===== config.mk =====
export PLATFORM = sky130hd
export DESIGN_NAME = mbus_layer
export DESIGN_NICKNAME = d
export VERILOG_FILES = /design/src/common/mbus_pkg.sv /design/src/common/mbus_frame_if.sv /design/src/mbus_ctrl/mbus_ctrl.sv /design/src/mbus_node/mbus_node_tx.sv /design/src/mbus_node/mbus_node_rx.sv /design/src/mbus_node/mbus_node.sv /design/src/logic/mbus_layer.sv
export SDC_FILE = /design/constraint.sdc
export NUM_CORES = 1
export LEC_CHECK = 0
export BUFFER_PORTS_ARGS = -buffer_cell sky130_fd_sc_hd__buf_2
export CAP_MARGIN = 20
export CORE_ASPECT_RATIO = 0.9
export CORE_MARGIN = 4
export CORE_UTILIZATION = 40
export CTS_BUF_LIST = sky130_fd_sc_hd__clkbuf_4 sky130_fd_sc_hd__clkbuf_8
export DETAILED_ROUTE_END_ITERATION = 16
export GPL_ROUTABILITY_DRIVEN = 0
export PLACE_DENSITY = 0.59
export SKIP_CTS_REPAIR_TIMING = 1
export SYNTH_ARGS = -nofsm -noshare
export SYNTH_HDL_FRONTEND = slang
export SYNTH_HIERARCHICAL = 1
export SYNTH_SLANG_ARGS = --single-unit

===== constraint.sdc =====
create_clock -name CLK_EXT -period 5.5 [get_ports CLK_EXT]
set_input_delay 0.825 -clock CLK_EXT [delete_from_list [all_inputs] [get_ports CLK_EXT]]
set_output_delay 0.825 -clock CLK_EXT [all_outputs]
set_load 0.005 [all_outputs]

===== src/common/mbus_pkg.sv =====
/* Bus widths, protocol constants and the address word shared by the bus layer.
   Modules refer to these by scoped names. */
package mbus_pkg;

	localparam int addr_width = 8;
	localparam int data_width = 32;
	localparam int frame_bits = addr_width + data_width;	// bits after the start bit.
	localparam int func_width = 4;

	// upper nibble of a broadcast address.
	localparam logic [addr_width-func_width-1:0] bcast_prefix = 4'hF;

	// broadcast channel reserved for bus control traffic.
	localparam logic [func_width-1:0] channel_ctrl = 4'd0;

	localparam int bit_period = 4;	// CLK_EXT cycles per bit in master mode.

	// one address byte, read either as a broadcast or as a unicast address.
	typedef union packed {
		struct packed {
			logic [addr_width-func_width-1:0] prefix;	// bcast_prefix when broadcast.
			logic [func_width-1:0] channel;
		} bcast;
		struct packed {
			logic [addr_width-func_width-1:0] short_prefix;	// target node.
			logic [func_width-1:0] func_id;
		} ucast;
	} mbus_addr_u;

endpackage


===== src/common/mbus_frame_if.sv =====
/* Received frame and its four-phase req/ack handshake, passed from the node
   receiver up to the layer. */
interface mbus_frame_if;

	mbus_pkg::mbus_addr_u addr;
	logic [mbus_pkg::data_width-1:0] data;
	logic broadcast;	// address carried the broadcast prefix.
	logic req;
	logic ack;

	// the receiver side presents the frame.
	modport node (
		output addr,
		output data,
		output broadcast,
		output req,
		input ack
	);

	// the consumer side takes it and acknowledges.
	modport layer (
		input addr,
		input data,
		input broadcast,
		input req,
		output ack
	);

endinterface


===== src/mbus_ctrl/mbus_ctrl.sv =====
/* Master bus controller. It waits for a start bit on the ring and then issues
   the bit strobes for one frame. */
module mbus_ctrl (
	input logic CLK_EXT,
	input logic resetn,
	input logic din,
	output logic clkout,
	output logic dout
);

	logic active;	// a frame is being clocked.
	logic din_d;
	logic [1:0] period_cnt;
	logic [5:0] bit_cnt;	// strobes issued so far.

	always_ff @(posedge CLK_EXT or negedge resetn)
	begin
		if (!resetn)
		begin
			active <= 1'b0;
			din_d <= 1'b1;
			period_cnt <= 2'd0;
			bit_cnt <= 6'd0;
			clkout <= 1'b0;
		end
		else
		begin
			din_d <= din;
			clkout <= 1'b0;
			if (!active)
			begin
				// a falling edge on an idle line is a start bit.
				if (din_d && !din)
				begin
					active <= 1'b1;
					period_cnt <= 2'd1;	// the edge cycle counts as the first.
					bit_cnt <= 6'd0;
				end
			end
			else if (bit_cnt == 6'(mbus_pkg::frame_bits + 1))
				active <= 1'b0;	// the node has sampled the last strobe.
			else if (period_cnt == 2'(mbus_pkg::bit_period - 1))
			begin
				period_cnt <= 2'd0;
				clkout <= 1'b1;
				bit_cnt <= bit_cnt + 6'd1;
			end
			else
				period_cnt <= period_cnt + 2'd1;
		end
	end

	// the line is only passed on while a frame is clocked, which breaks the ring loop.
	assign dout = active ? din : 1'b1;

	strobe_single_cycle: assert property (@(posedge CLK_EXT) disable iff (!resetn)
		clkout |=> !clkout)
		else $error("bit strobe held for two cycles");

endmodule


===== src/mbus_node/mbus_node_tx.sv =====
/* Frame transmitter. Shifts out start bit, address and data, one bit per strobe,
   then holds the stop level and pulses done. */
module mbus_node_tx (
	input logic CLK_EXT,
	input logic RESETn_local,
	input logic strobe,
	input logic start,
	input logic [mbus_pkg::addr_width-1:0] addr,
	input logic [mbus_pkg::data_width-1:0] data,
	output logic busy,
	output logic bit_out,
	output logic done
);

	logic stop_phase;	// last bit shifted, line at the stop level.
	logic [5:0] bit_cnt;
	logic [mbus_pkg::frame_bits:0] sreg;	// start bit on top.

	always_ff @(posedge CLK_EXT or negedge RESETn_local)
	begin
		if (!RESETn_local)
		begin
			busy <= 1'b0;
			stop_phase <= 1'b0;
			done <= 1'b0;
			bit_cnt <= 6'd0;
		end
		else
		begin
			done <= 1'b0;
			if (start && !busy)
			begin
				busy <= 1'b1;
				bit_cnt <= 6'd0;
			end
			else if (stop_phase)
			begin
				stop_phase <= 1'b0;
				busy <= 1'b0;
				done <= 1'b1;	// one cycle after the stop level went out.
			end
			else if (busy && strobe)
			begin
				bit_cnt <= bit_cnt + 6'd1;
				if (bit_cnt == 6'(mbus_pkg::frame_bits))
					stop_phase <= 1'b1;
			end
		end
	end

	always_ff @(posedge CLK_EXT)
	begin
		if (start && !busy)
			sreg <= {1'b0, addr, data};
		else if (busy && strobe)
			sreg <= {sreg[mbus_pkg::frame_bits-1:0], 1'b1};	// ones fill in as the stop level.
	end

	assign bit_out = busy ? sreg[mbus_pkg::frame_bits] : 1'b1;

endmodule


===== src/mbus_node/mbus_node_rx.sv =====
/* Frame receiver. Samples a frame on the bit strobes, decodes its address and
   hands frames meant for this node to the layer with req. */
module mbus_node_rx (
	input logic CLK_EXT,
	input logic RESETn_local,
	input logic strobe,
	input logic bit_in,
	input logic [mbus_pkg::addr_width-mbus_pkg::func_width-1:0] short_prefix,
	output logic busy,
	mbus_frame_if.node frame
);

	logic receiving;
	logic frame_done;	// sreg holds a complete frame this cycle.
	logic [5:0] bit_cnt;
	logic [mbus_pkg::frame_bits-1:0] sreg;
	mbus_pkg::mbus_addr_u rx_view;
	logic is_bcast;
	logic is_ucast;
	logic accept;

	assign rx_view = sreg[mbus_pkg::frame_bits-1 -: mbus_pkg::addr_width];
	assign is_bcast = (rx_view.bcast.prefix == mbus_pkg::bcast_prefix);
	assign is_ucast = (rx_view.ucast.short_prefix == short_prefix);

	// a frame is dropped while the previous one is still pending.
	assign accept = frame_done && (is_bcast || is_ucast) && !frame.req && !frame.ack;
	assign busy = receiving;

	always_ff @(posedge CLK_EXT or negedge RESETn_local)
	begin
		if (!RESETn_local)
		begin
			receiving <= 1'b0;
			frame_done <= 1'b0;
			bit_cnt <= 6'd0;
			frame.req <= 1'b0;
			frame.broadcast <= 1'b0;
		end
		else
		begin
			frame_done <= 1'b0;
			if (strobe)
			begin
				if (!receiving && !bit_in)
				begin
					receiving <= 1'b1;	// low on a strobe is a start bit.
					bit_cnt <= 6'd0;
				end
				else if (receiving)
				begin
					bit_cnt <= bit_cnt + 6'd1;
					if (bit_cnt == 6'(mbus_pkg::frame_bits - 1))
					begin
						receiving <= 1'b0;
						frame_done <= 1'b1;
					end
				end
			end

			if (frame.req && frame.ack)
				frame.req <= 1'b0;
			else if (accept)
			begin
				frame.req <= 1'b1;
				frame.broadcast <= is_bcast;
			end
		end
	end

	always_ff @(posedge CLK_EXT)
	begin
		if (strobe && receiving)
			sreg <= {sreg[mbus_pkg::frame_bits-2:0], bit_in};	// msb first.
		if (accept)
		begin
			frame.addr <= rx_view;
			frame.data <= sreg[mbus_pkg::data_width-1:0];
		end
	end

	ack_only_on_req: assert property (@(posedge CLK_EXT) disable iff (!RESETn_local)
		$rose(frame.ack) |-> frame.req)
		else $error("rx ack raised without a pending req");

endmodule


===== src/mbus_node/mbus_node.sv =====
/* Bus node. Holds the transmitter and receiver, forwards the ring when idle and
   registers the line outputs. */
module mbus_node (
	input logic CLK_EXT,
	input logic RESETn_local,
	input logic clkin,
	input logic din,
	input logic [mbus_pkg::addr_width-mbus_pkg::func_width-1:0] short_prefix,
	input logic [mbus_pkg::addr_width-1:0] tx_addr,
	input logic [mbus_pkg::data_width-1:0] tx_data,
	input logic tx_req,
	output logic clkout,
	output logic dout,
	output logic tx_ack,
	mbus_frame_if.node frame
);

	logic tx_busy;
	logic tx_bit;
	logic tx_done;
	logic rx_busy;
	logic tx_hold;	// request already served, waiting for tx_req to drop.
	logic tx_start;

	// only start on a quiet line.
	assign tx_start = tx_req && !tx_hold && !tx_done && !rx_busy && din;
	assign tx_ack = tx_done;

	mbus_node_tx tx0 (
		.CLK_EXT(CLK_EXT),
		.RESETn_local(RESETn_local),
		.strobe(clkin),
		.start(tx_start),
		.addr(tx_addr),
		.data(tx_data),
		.busy(tx_busy),
		.bit_out(tx_bit),
		.done(tx_done)
	);

	mbus_node_rx rx0 (
		.CLK_EXT(CLK_EXT),
		.RESETn_local(RESETn_local),
		.strobe(clkin),
		.bit_in(din),
		.short_prefix(short_prefix),
		.busy(rx_busy),
		.frame(frame)
	);

	always_ff @(posedge CLK_EXT or negedge RESETn_local)
	begin
		if (!RESETn_local)
		begin
			dout <= 1'b1;	// line idles high.
			clkout <= 1'b0;
			tx_hold <= 1'b0;
		end
		else
		begin
			dout <= tx_busy ? tx_bit : din;
			clkout <= clkin;
			if (tx_done)
				tx_hold <= 1'b1;
			else if (!tx_req)
				tx_hold <= 1'b0;
		end
	end

endmodule


===== src/logic/mbus_layer.sv =====
/* Bus layer top. Picks the master controller or the external ring as the node's
   source and, as master, absorbs control-channel broadcasts. */
module mbus_layer (
	input logic CLK_EXT,
	input logic RESETn_local,
	input logic master_en,
	input logic [mbus_pkg::addr_width-mbus_pkg::func_width-1:0] short_prefix,
	input logic clkin,
	input logic din,
	input logic [mbus_pkg::addr_width-1:0] tx_addr,
	input logic [mbus_pkg::data_width-1:0] tx_data,
	input logic tx_req,
	input logic rx_ack,
	output logic clkout,
	output logic dout,
	output logic tx_ack,
	output logic [mbus_pkg::addr_width-1:0] rx_addr,
	output logic [mbus_pkg::data_width-1:0] rx_data,
	output logic rx_req,
	output logic rx_broadcast
);

	mbus_frame_if frame ();

	logic ctrl_resetn;
	logic ctrl_clk;
	logic ctrl_dout;
	logic node_clkin;
	logic node_din;
	logic ctrl_match;	// pending frame is a bus control broadcast.
	logic ctrl_rx_ack;

	assign ctrl_resetn = RESETn_local & master_en;	// controller sleeps in slave mode.
	assign node_clkin = master_en ? ctrl_clk : clkin;
	assign node_din = master_en ? ctrl_dout : din;

	mbus_ctrl ctrl0 (
		.CLK_EXT(CLK_EXT),
		.resetn(ctrl_resetn),
		.din(din),
		.clkout(ctrl_clk),
		.dout(ctrl_dout)
	);

	mbus_node node0 (
		.CLK_EXT(CLK_EXT),
		.RESETn_local(RESETn_local),
		.clkin(node_clkin),
		.din(node_din),
		.short_prefix(short_prefix),
		.tx_addr(tx_addr),
		.tx_data(tx_data),
		.tx_req(tx_req),
		.clkout(clkout),
		.dout(dout),
		.tx_ack(tx_ack),
		.frame(frame.node)
	);

	assign ctrl_match = frame.broadcast && (frame.addr.bcast.channel == mbus_pkg::channel_ctrl);

	// as master the layer consumes control broadcasts itself.
	always_ff @(posedge CLK_EXT or negedge RESETn_local)
	begin
		if (!RESETn_local)
			ctrl_rx_ack <= 1'b0;
		else if (ctrl_rx_ack && !frame.req)
			ctrl_rx_ack <= 1'b0;	// node has dropped req.
		else if (master_en && ctrl_match && frame.req)
			ctrl_rx_ack <= 1'b1;
	end

	assign frame.ack = rx_ack | ctrl_rx_ack;
	assign rx_req = (master_en && ctrl_match) ? 1'b0 : frame.req;
	assign rx_addr = frame.addr;
	assign rx_data = frame.data;
	assign rx_broadcast = frame.broadcast;

	ctrl_bcast_absorbed: assert property (@(posedge CLK_EXT) disable iff (!RESETn_local)
		master_en && ctrl_match && frame.req |-> ##2 !frame.req)
		else $error("control broadcast was not absorbed in master mode");

endmodule


; ---- Word level (Yosys, flattened, before mapping)
; Index checks and enable logic that the tools add are counted.
; Widths: inputs -> output; s select.
[word_totals]
out_inout_bits = 45
register_bits = 155
in_bits = 51
word_cells = 124
[classes]
addsub = 4
n_mux = 46
n_bitwise = 3
n_reduce_logical = 38
n_eq_ne = 10
[ops]
columns = cell, count
row1 = $mux 40, 2
row2 = $mux 6, 9
row3 = $mux 1, 31
row4 = $add 6x1->6 const B, 3
row5 = $eq 6x6->1 const B, 3
row6 = $logic_and 1x1->1, 17
row7 = $reduce_bool 2->1, 6
row8 = $logic_not 1->1, 8
row9 = $mux 2, 4
row10 = $reduce_and 2->1, 4
row11 = $eq 4x4->1, 1
row12 = $eq 4x4->1 const B, 1
row13 = $logic_not 4->1, 1
row14 = $ne 2x1->1 const B, 2
row15 = $ne 2x2->1 const B, 2
row16 = $reduce_and 3->1, 1
row17 = $add 2x1->2 const B, 1
row18 = $eq 2x2->1 const B, 1
row19 = $and 1x1->1, 1
row20 = $logic_or 1x1->1, 1
row21 = $not 1->1, 1
row22 = $or 1x1->1, 1

; ---- Longest topological paths before layout
[logic_depth]
ltp_word = 8
mapped_depth = 9
ltp_nobuf = 7

; ---- By module
; Netlist, hierarchy kept.
[by_module_without_submodules]
columns = module, cells_per_inst, seq_area_each_um2, area_per_inst_um2, n_inst
row1 = mbus_node_rx, 129, 2652.5, 2941.6, 1
row2 = mbus_node_tx, 217, 1446.4, 2217.1, 1
row3 = mbus_ctrl, 49, 276.5, 561.8, 1
row4 = mbus_node, 7, 76.3, 116.4, 1
row5 = mbus_layer, 10, 25.0, 112.6, 1

; ---- Worst setup path after synthesis
; No wires, ideal clock.
[synth_path]
path_kind = in2reg
start = input port rx_ack
end = register node0.rx0.frame.addr[0] (enable)
t_arrival_ns = 4.288
setup_ns = 0.499
stages = 3
n_path_buf = 0
required_time_ns = 5.001
path_slack_ns = 0.714
path_cell_list = or2_2 > nor3b_2 > a21boi_0
[synth_via]
elab_chain_cells = 3
[synth_lines]
columns = item, line_no
row1 = from (decl), mbus_layer.sv:13  ; input logic rx_ack,
row2 = $or 1x1->1, mbus_layer.sv:73  ; assign frame.ack = rx_ack | ctrl_rx_ack;
row3 = $logic_not 1->1, mbus_node_rx.sv:27  ; assign accept = frame_done && (is_bcast || is_ucast) && !frame.req && !frame.ack;
row4 = $logic_and 1x1->1, mbus_node_rx.sv:27
row5 = via node0.rx0.accept, mbus_node_rx.sv:20  ; logic accept;
row6 = to (signal assigned), mbus_node_rx.sv:77  ; frame.addr <= rx_view;
row7 = to (decl), mbus_frame_if.sv:13  ; output addr,
; The timed path passes the listed nets, and every way through them passes these cells.
; A chain may end at the register's enable or synchronous reset.

; ---- Worst setup path after layout
[layout_path]
start = input port din
end = register node0/tx0/sreg[32] (netlist bit) (enable)
[layout_via]
elab_chain_cells = 5
[layout_lines]
columns = item, line_no
row1 = from (decl), mbus_layer.sv:9  ; input logic din,
row2 = $mux 1, mbus_ctrl.sv:54  ; assign dout = active ? din : 1'b1;
row3 = via ctrl_dout, mbus_layer.sv:27  ; logic ctrl_dout;
row4 = $mux 1, mbus_layer.sv:35  ; assign node_din = master_en ? ctrl_dout : din;
row5 = via node_din, mbus_layer.sv:29  ; logic node_din;
row6 = $logic_and 1x1->1, mbus_node.sv:26  ; assign tx_start = tx_req && !tx_hold && !tx_done && !rx_busy && din;
row7 = via node0.tx_start, mbus_node.sv:23  ; logic tx_start;
row8 = $logic_and 1x1->1, mbus_node_tx.sv:53  ; if (start && !busy)
row9 = $reduce_bool 2->1 (no line), --
row10 = to (signal assigned), mbus_node_tx.sv:54  ; sreg <= {1'b0, addr, data};
row11 = to (signal assigned), mbus_node_tx.sv:56  ; sreg <= {sreg[mbus_pkg::frame_bits-1:0], 1'b1};
row12 = to (decl), mbus_node_tx.sv:17  ; logic [mbus_pkg::frame_bits:0] sreg;
; The timed path passes the listed nets, and every way through them passes these cells.

==> flow_summary.toml <==
[final_layout]
layout-drive-gt1-share_pct = 28.6
fillers = 1303
final_area_um2 = 7080
diodes = 0
syn_to_final_growth_pct = 19.0
finalNetCount = 570

[yosys]
yosys_warnings = 6
synth_compound_area_share_pct = 3.01
synth_enable_flop_cells = 120
ys_types = 51
synthAdderAreaFrac_pct = 1.26
seq_area_frac_synth_pct = 75.2
syn_nets = 469
synth_simple_gate_area_share_pct = 13.9
syn_area_per_cell_um2 = 14.4
synth_mux_area_share_pct = 3.30
synth-seq-cells = 155
synth_area_um2 = 5950
synthArstFlopShare_pct = 21.9
ys.flop_type = "edfxtp_1"
synth_top_family_by_area = "simple AND/OR/NAND/NOR gates"
syn_inst = 412
synthXorXnorAreaFrac_pct = 0.883

[route]
wire_per_inst_um = 14.2
routed_via_density = 4.62
drt-total-wl_mm = 10.3
dr.pass1.iters = 4
ant_nets = 0
num_vias = 3341
drt_iter0_markers = 231
drc_errors = 0

[flow_run]
drv_cap = 0

[power]
p_switching_uw = 550
pwr-share-comb_pct = 6.2
swShare_pct = 21.3
power.leakage_uw = 0.00287
ir_drop_mv = 0.172
p_total_uw = 2590
powerDensity_nw_per_um2 = 365
p_seq_share_pct = 54.8
internal_power_uw = 2040
clockPowerShare_pct = 39.0

[timing]
slew_headroom_pct = 32.7
fin_crit_ns = 3.04
tightestPinTransition_ns = 1.01
final-hold-violation-count = 0
slew_viol_final = 0
fin_worst_skew_ns = 0.0138
rsz0062_at_grt = "false"
fmax_mhz = 329
setup_viol = 0
fin_setup_tns_ns = 0
timing.final.crit_share_pct = 55.2

[cts]
path_clk_slew_ns = 0.08
cts_made_buffers = 17
cts_sinks = 155
clockBufferDepth = 2
cts_tree = "done"
clk_latency_ns = 0.43
cts_root_buf = "clkbuf_8"
cts-htree-levels = 4

[worst_setup_path]
arrival_ns = 2.99
rrSetupSlack_ns = 2.52
ff2ff_path_depth = 6
path_delay_family = "simple AND/OR/NAND/NOR gates"
crit_chain = "buf_2 > or2b_1 > mux2_2 > nand2_1 > nor4_2 > nand2b_2 > nand2_2"
worstPathMaxFanout = 45
startpoint_type = "input port"
cp.depth = 7
critPathMaxStageDelay_ns = 0.77
critical_path_class = "input port to flop"
critPathBufInv = 1
end_kind = "flop"
worst_path_max_delay_cell = "nand2_2"
required_ns = 5.45

[floorplanning]
dieWidth_um = 137
rows = 42
design.core.area_um2 = 14700
ioPinCount = 96
die_h_um = 124
die-area_um2 = 16900
initial_utilization_pct = 40.6

[place]
placed_cell_area_um2 = 6600
hpwl_mm = 6.70
portBuffers = 95

[global_route]
grt_pass1_wl_mm = 16.2
grt_max_degree = 47
overflow = 0
grt_antenna_before_repair = 0
grt_pass1_vias = 3218
globalRouteTotalUtil_pct = 12.6

[worst_hold_path]
hold_class = "input port to async pin"

[status]
status = "completed"
[synthesized netlist by cell type, drive strengths merged, types with 3 or more instances]
| master | instances | area, um^2 |
|---|---|---|
| and2 | 4 | 25.0 |
| nand2 | 138 | 518 |
| nor2 | 6 | 25.0 |
| dfrtp | 32 | 801 |
| inv | 8 | 30.0 |
| mux2i | 11 | 110 |
| edfxtp | 120 | 3600 |
| ha | 6 | 75.1 |
| nand2b | 3 | 18.8 |
| nand3 | 7 | 35.0 |
| xnor2 | 4 | 35.0 |
| o21ai | 5 | 25.0 |
| nand4 | 7 | 43.8 |
| mux2 | 7 | 86.3 |
| buf | 14 | 103 |
[stage by stage]
stage | cells | worst slack [ns] | hold slack, ns | utilization (%)
2_1_floorplan | 412 | 0.714 | 0.421 | -
3_3_place_gp | 692 | 1.98 | 0.426 | 45.0
3_5_place_dp | 692 | 1.95 | 0.433 | 45.0
4_1_cts | 723 | 2.43 | 0.373 | 48.3
5_1_grt | 723 | 2.20 | 0.391 | 48.3
6_report | 723 | 2.46 | 0.381 | 48.3
[kinds of logic (layout without fill, tap and decap cells)]
logic type / Yosys count / count (layout)
compound gates: 22 / 22
fa+ha+maj: 6 / 6
xor+xnor: 6 / 6
buf+inv: 23 / 136
mux: 18 / 18
flops: 155 / 155
simple gates: 182 / 182
[flip-flops by register name, indices dropped and copies added (netlist names)]
name	count
node0/tx0/sreg	41
node0/rx0/sreg	40
node0/rx0/frame.data	32
node0/rx0/frame.addr	8
ctrl0/bit_cnt	6
node0/rx0/bit_cnt	6
node0/tx0/bit_cnt	6
ctrl0/period_cnt	2
ctrl0/active	1
ctrl0/clkout	1
ctrl0/din_d	1
ctrl_rx_ack	1
node0/clkout	1
node0/dout	1
node0/rx0/busy	1
node0/rx0/frame.broadcast	1
node0/rx0/frame.req	1
node0/rx0/frame_done	1
node0/tx0/busy	1
node0/tx0/done	1
node0/tx0/stop_phase	1
node0/tx_hold	1
[area by class of cell]
cell class	count	area, um^2	share of cell area [%]
clock inverter	10	214	3.02
multi-input combinational	234	1360	19.2
clock buffer	21	264	3.73
sequential	155	4480	63.2
timing repair buffer	96	483	6.82
tap	198	248	3.50
inverter	9	38.8	0.548
[cells in the final DEF (no fill, tap or decap), types with 3 or more instances in the layout]
cell       netlist  routed
and2_1           4       3
buf_2            7      95
bufinv_16        0       6
clkbuf_4         0       4
clkbuf_8         0      17
clkinv_4         1       3
dfrtp_1         32      32
edfxtp_1       120     120
ha_1             6       6
inv_1            8       8
mux2_2           4       4
mux2i_1         11      11
nand2_1        138     137
nand3_1          7       7
nand4_1          7       7
nor2_1           5       5
o21ai_0          3       3
xnor2_1          4       4
[power groups by stage]
stage / registers (uW) / logic (uW) / clock network [uW]
5_1_grt: 1430 / 184 / 1090
3_5_place_dp: 1440 / 164 / 0
4_1_cts: 1420 / 165 / 1040
3_3_place_gp: 1440 / 157 / 0
6_report: 1420 / 160 / 1010
2_1_floorplan: 1420 / 118 / 0
[worst paths after layout]
kind	startpoint	to
setup / recovery	din	node0/tx0/sreg[32]
hold / removal	RESETn_local	node0/rx0/busy
setup reg to reg	ctrl0/active	node0/tx0/sreg[32]
hold reg to reg	node0/rx0/sreg[34]	node0/rx0/sreg[35]
max in group asynchronous	RESETn_local	ctrl0/bit_cnt[2]
min in group CLK_EXT	node0/rx0/sreg[34]	node0/rx0/sreg[35]
[metal layers]
layer	share of wire, %	wire (um)	up-vias	global-route usage (%)
met5	0	0	-	0
met2	41	4190	104	17.2
met1	50	5110	1574	18.3
li1	-	-	1651	-
met4	1.4	140	0	5.16
met3	8.1	829	12	4.40
[worst reg2reg max path: stages, from the launching register on]
cell and delay, ns:
dfrtp_1 0.41, or2b_1 0.15, mux2_2 0.19, nand2_1 0.07
nor4_2 0.29, nand2b_2 0.55, nand2_2 0.92
Note: power is estimated with default switching activity, not from simulation.
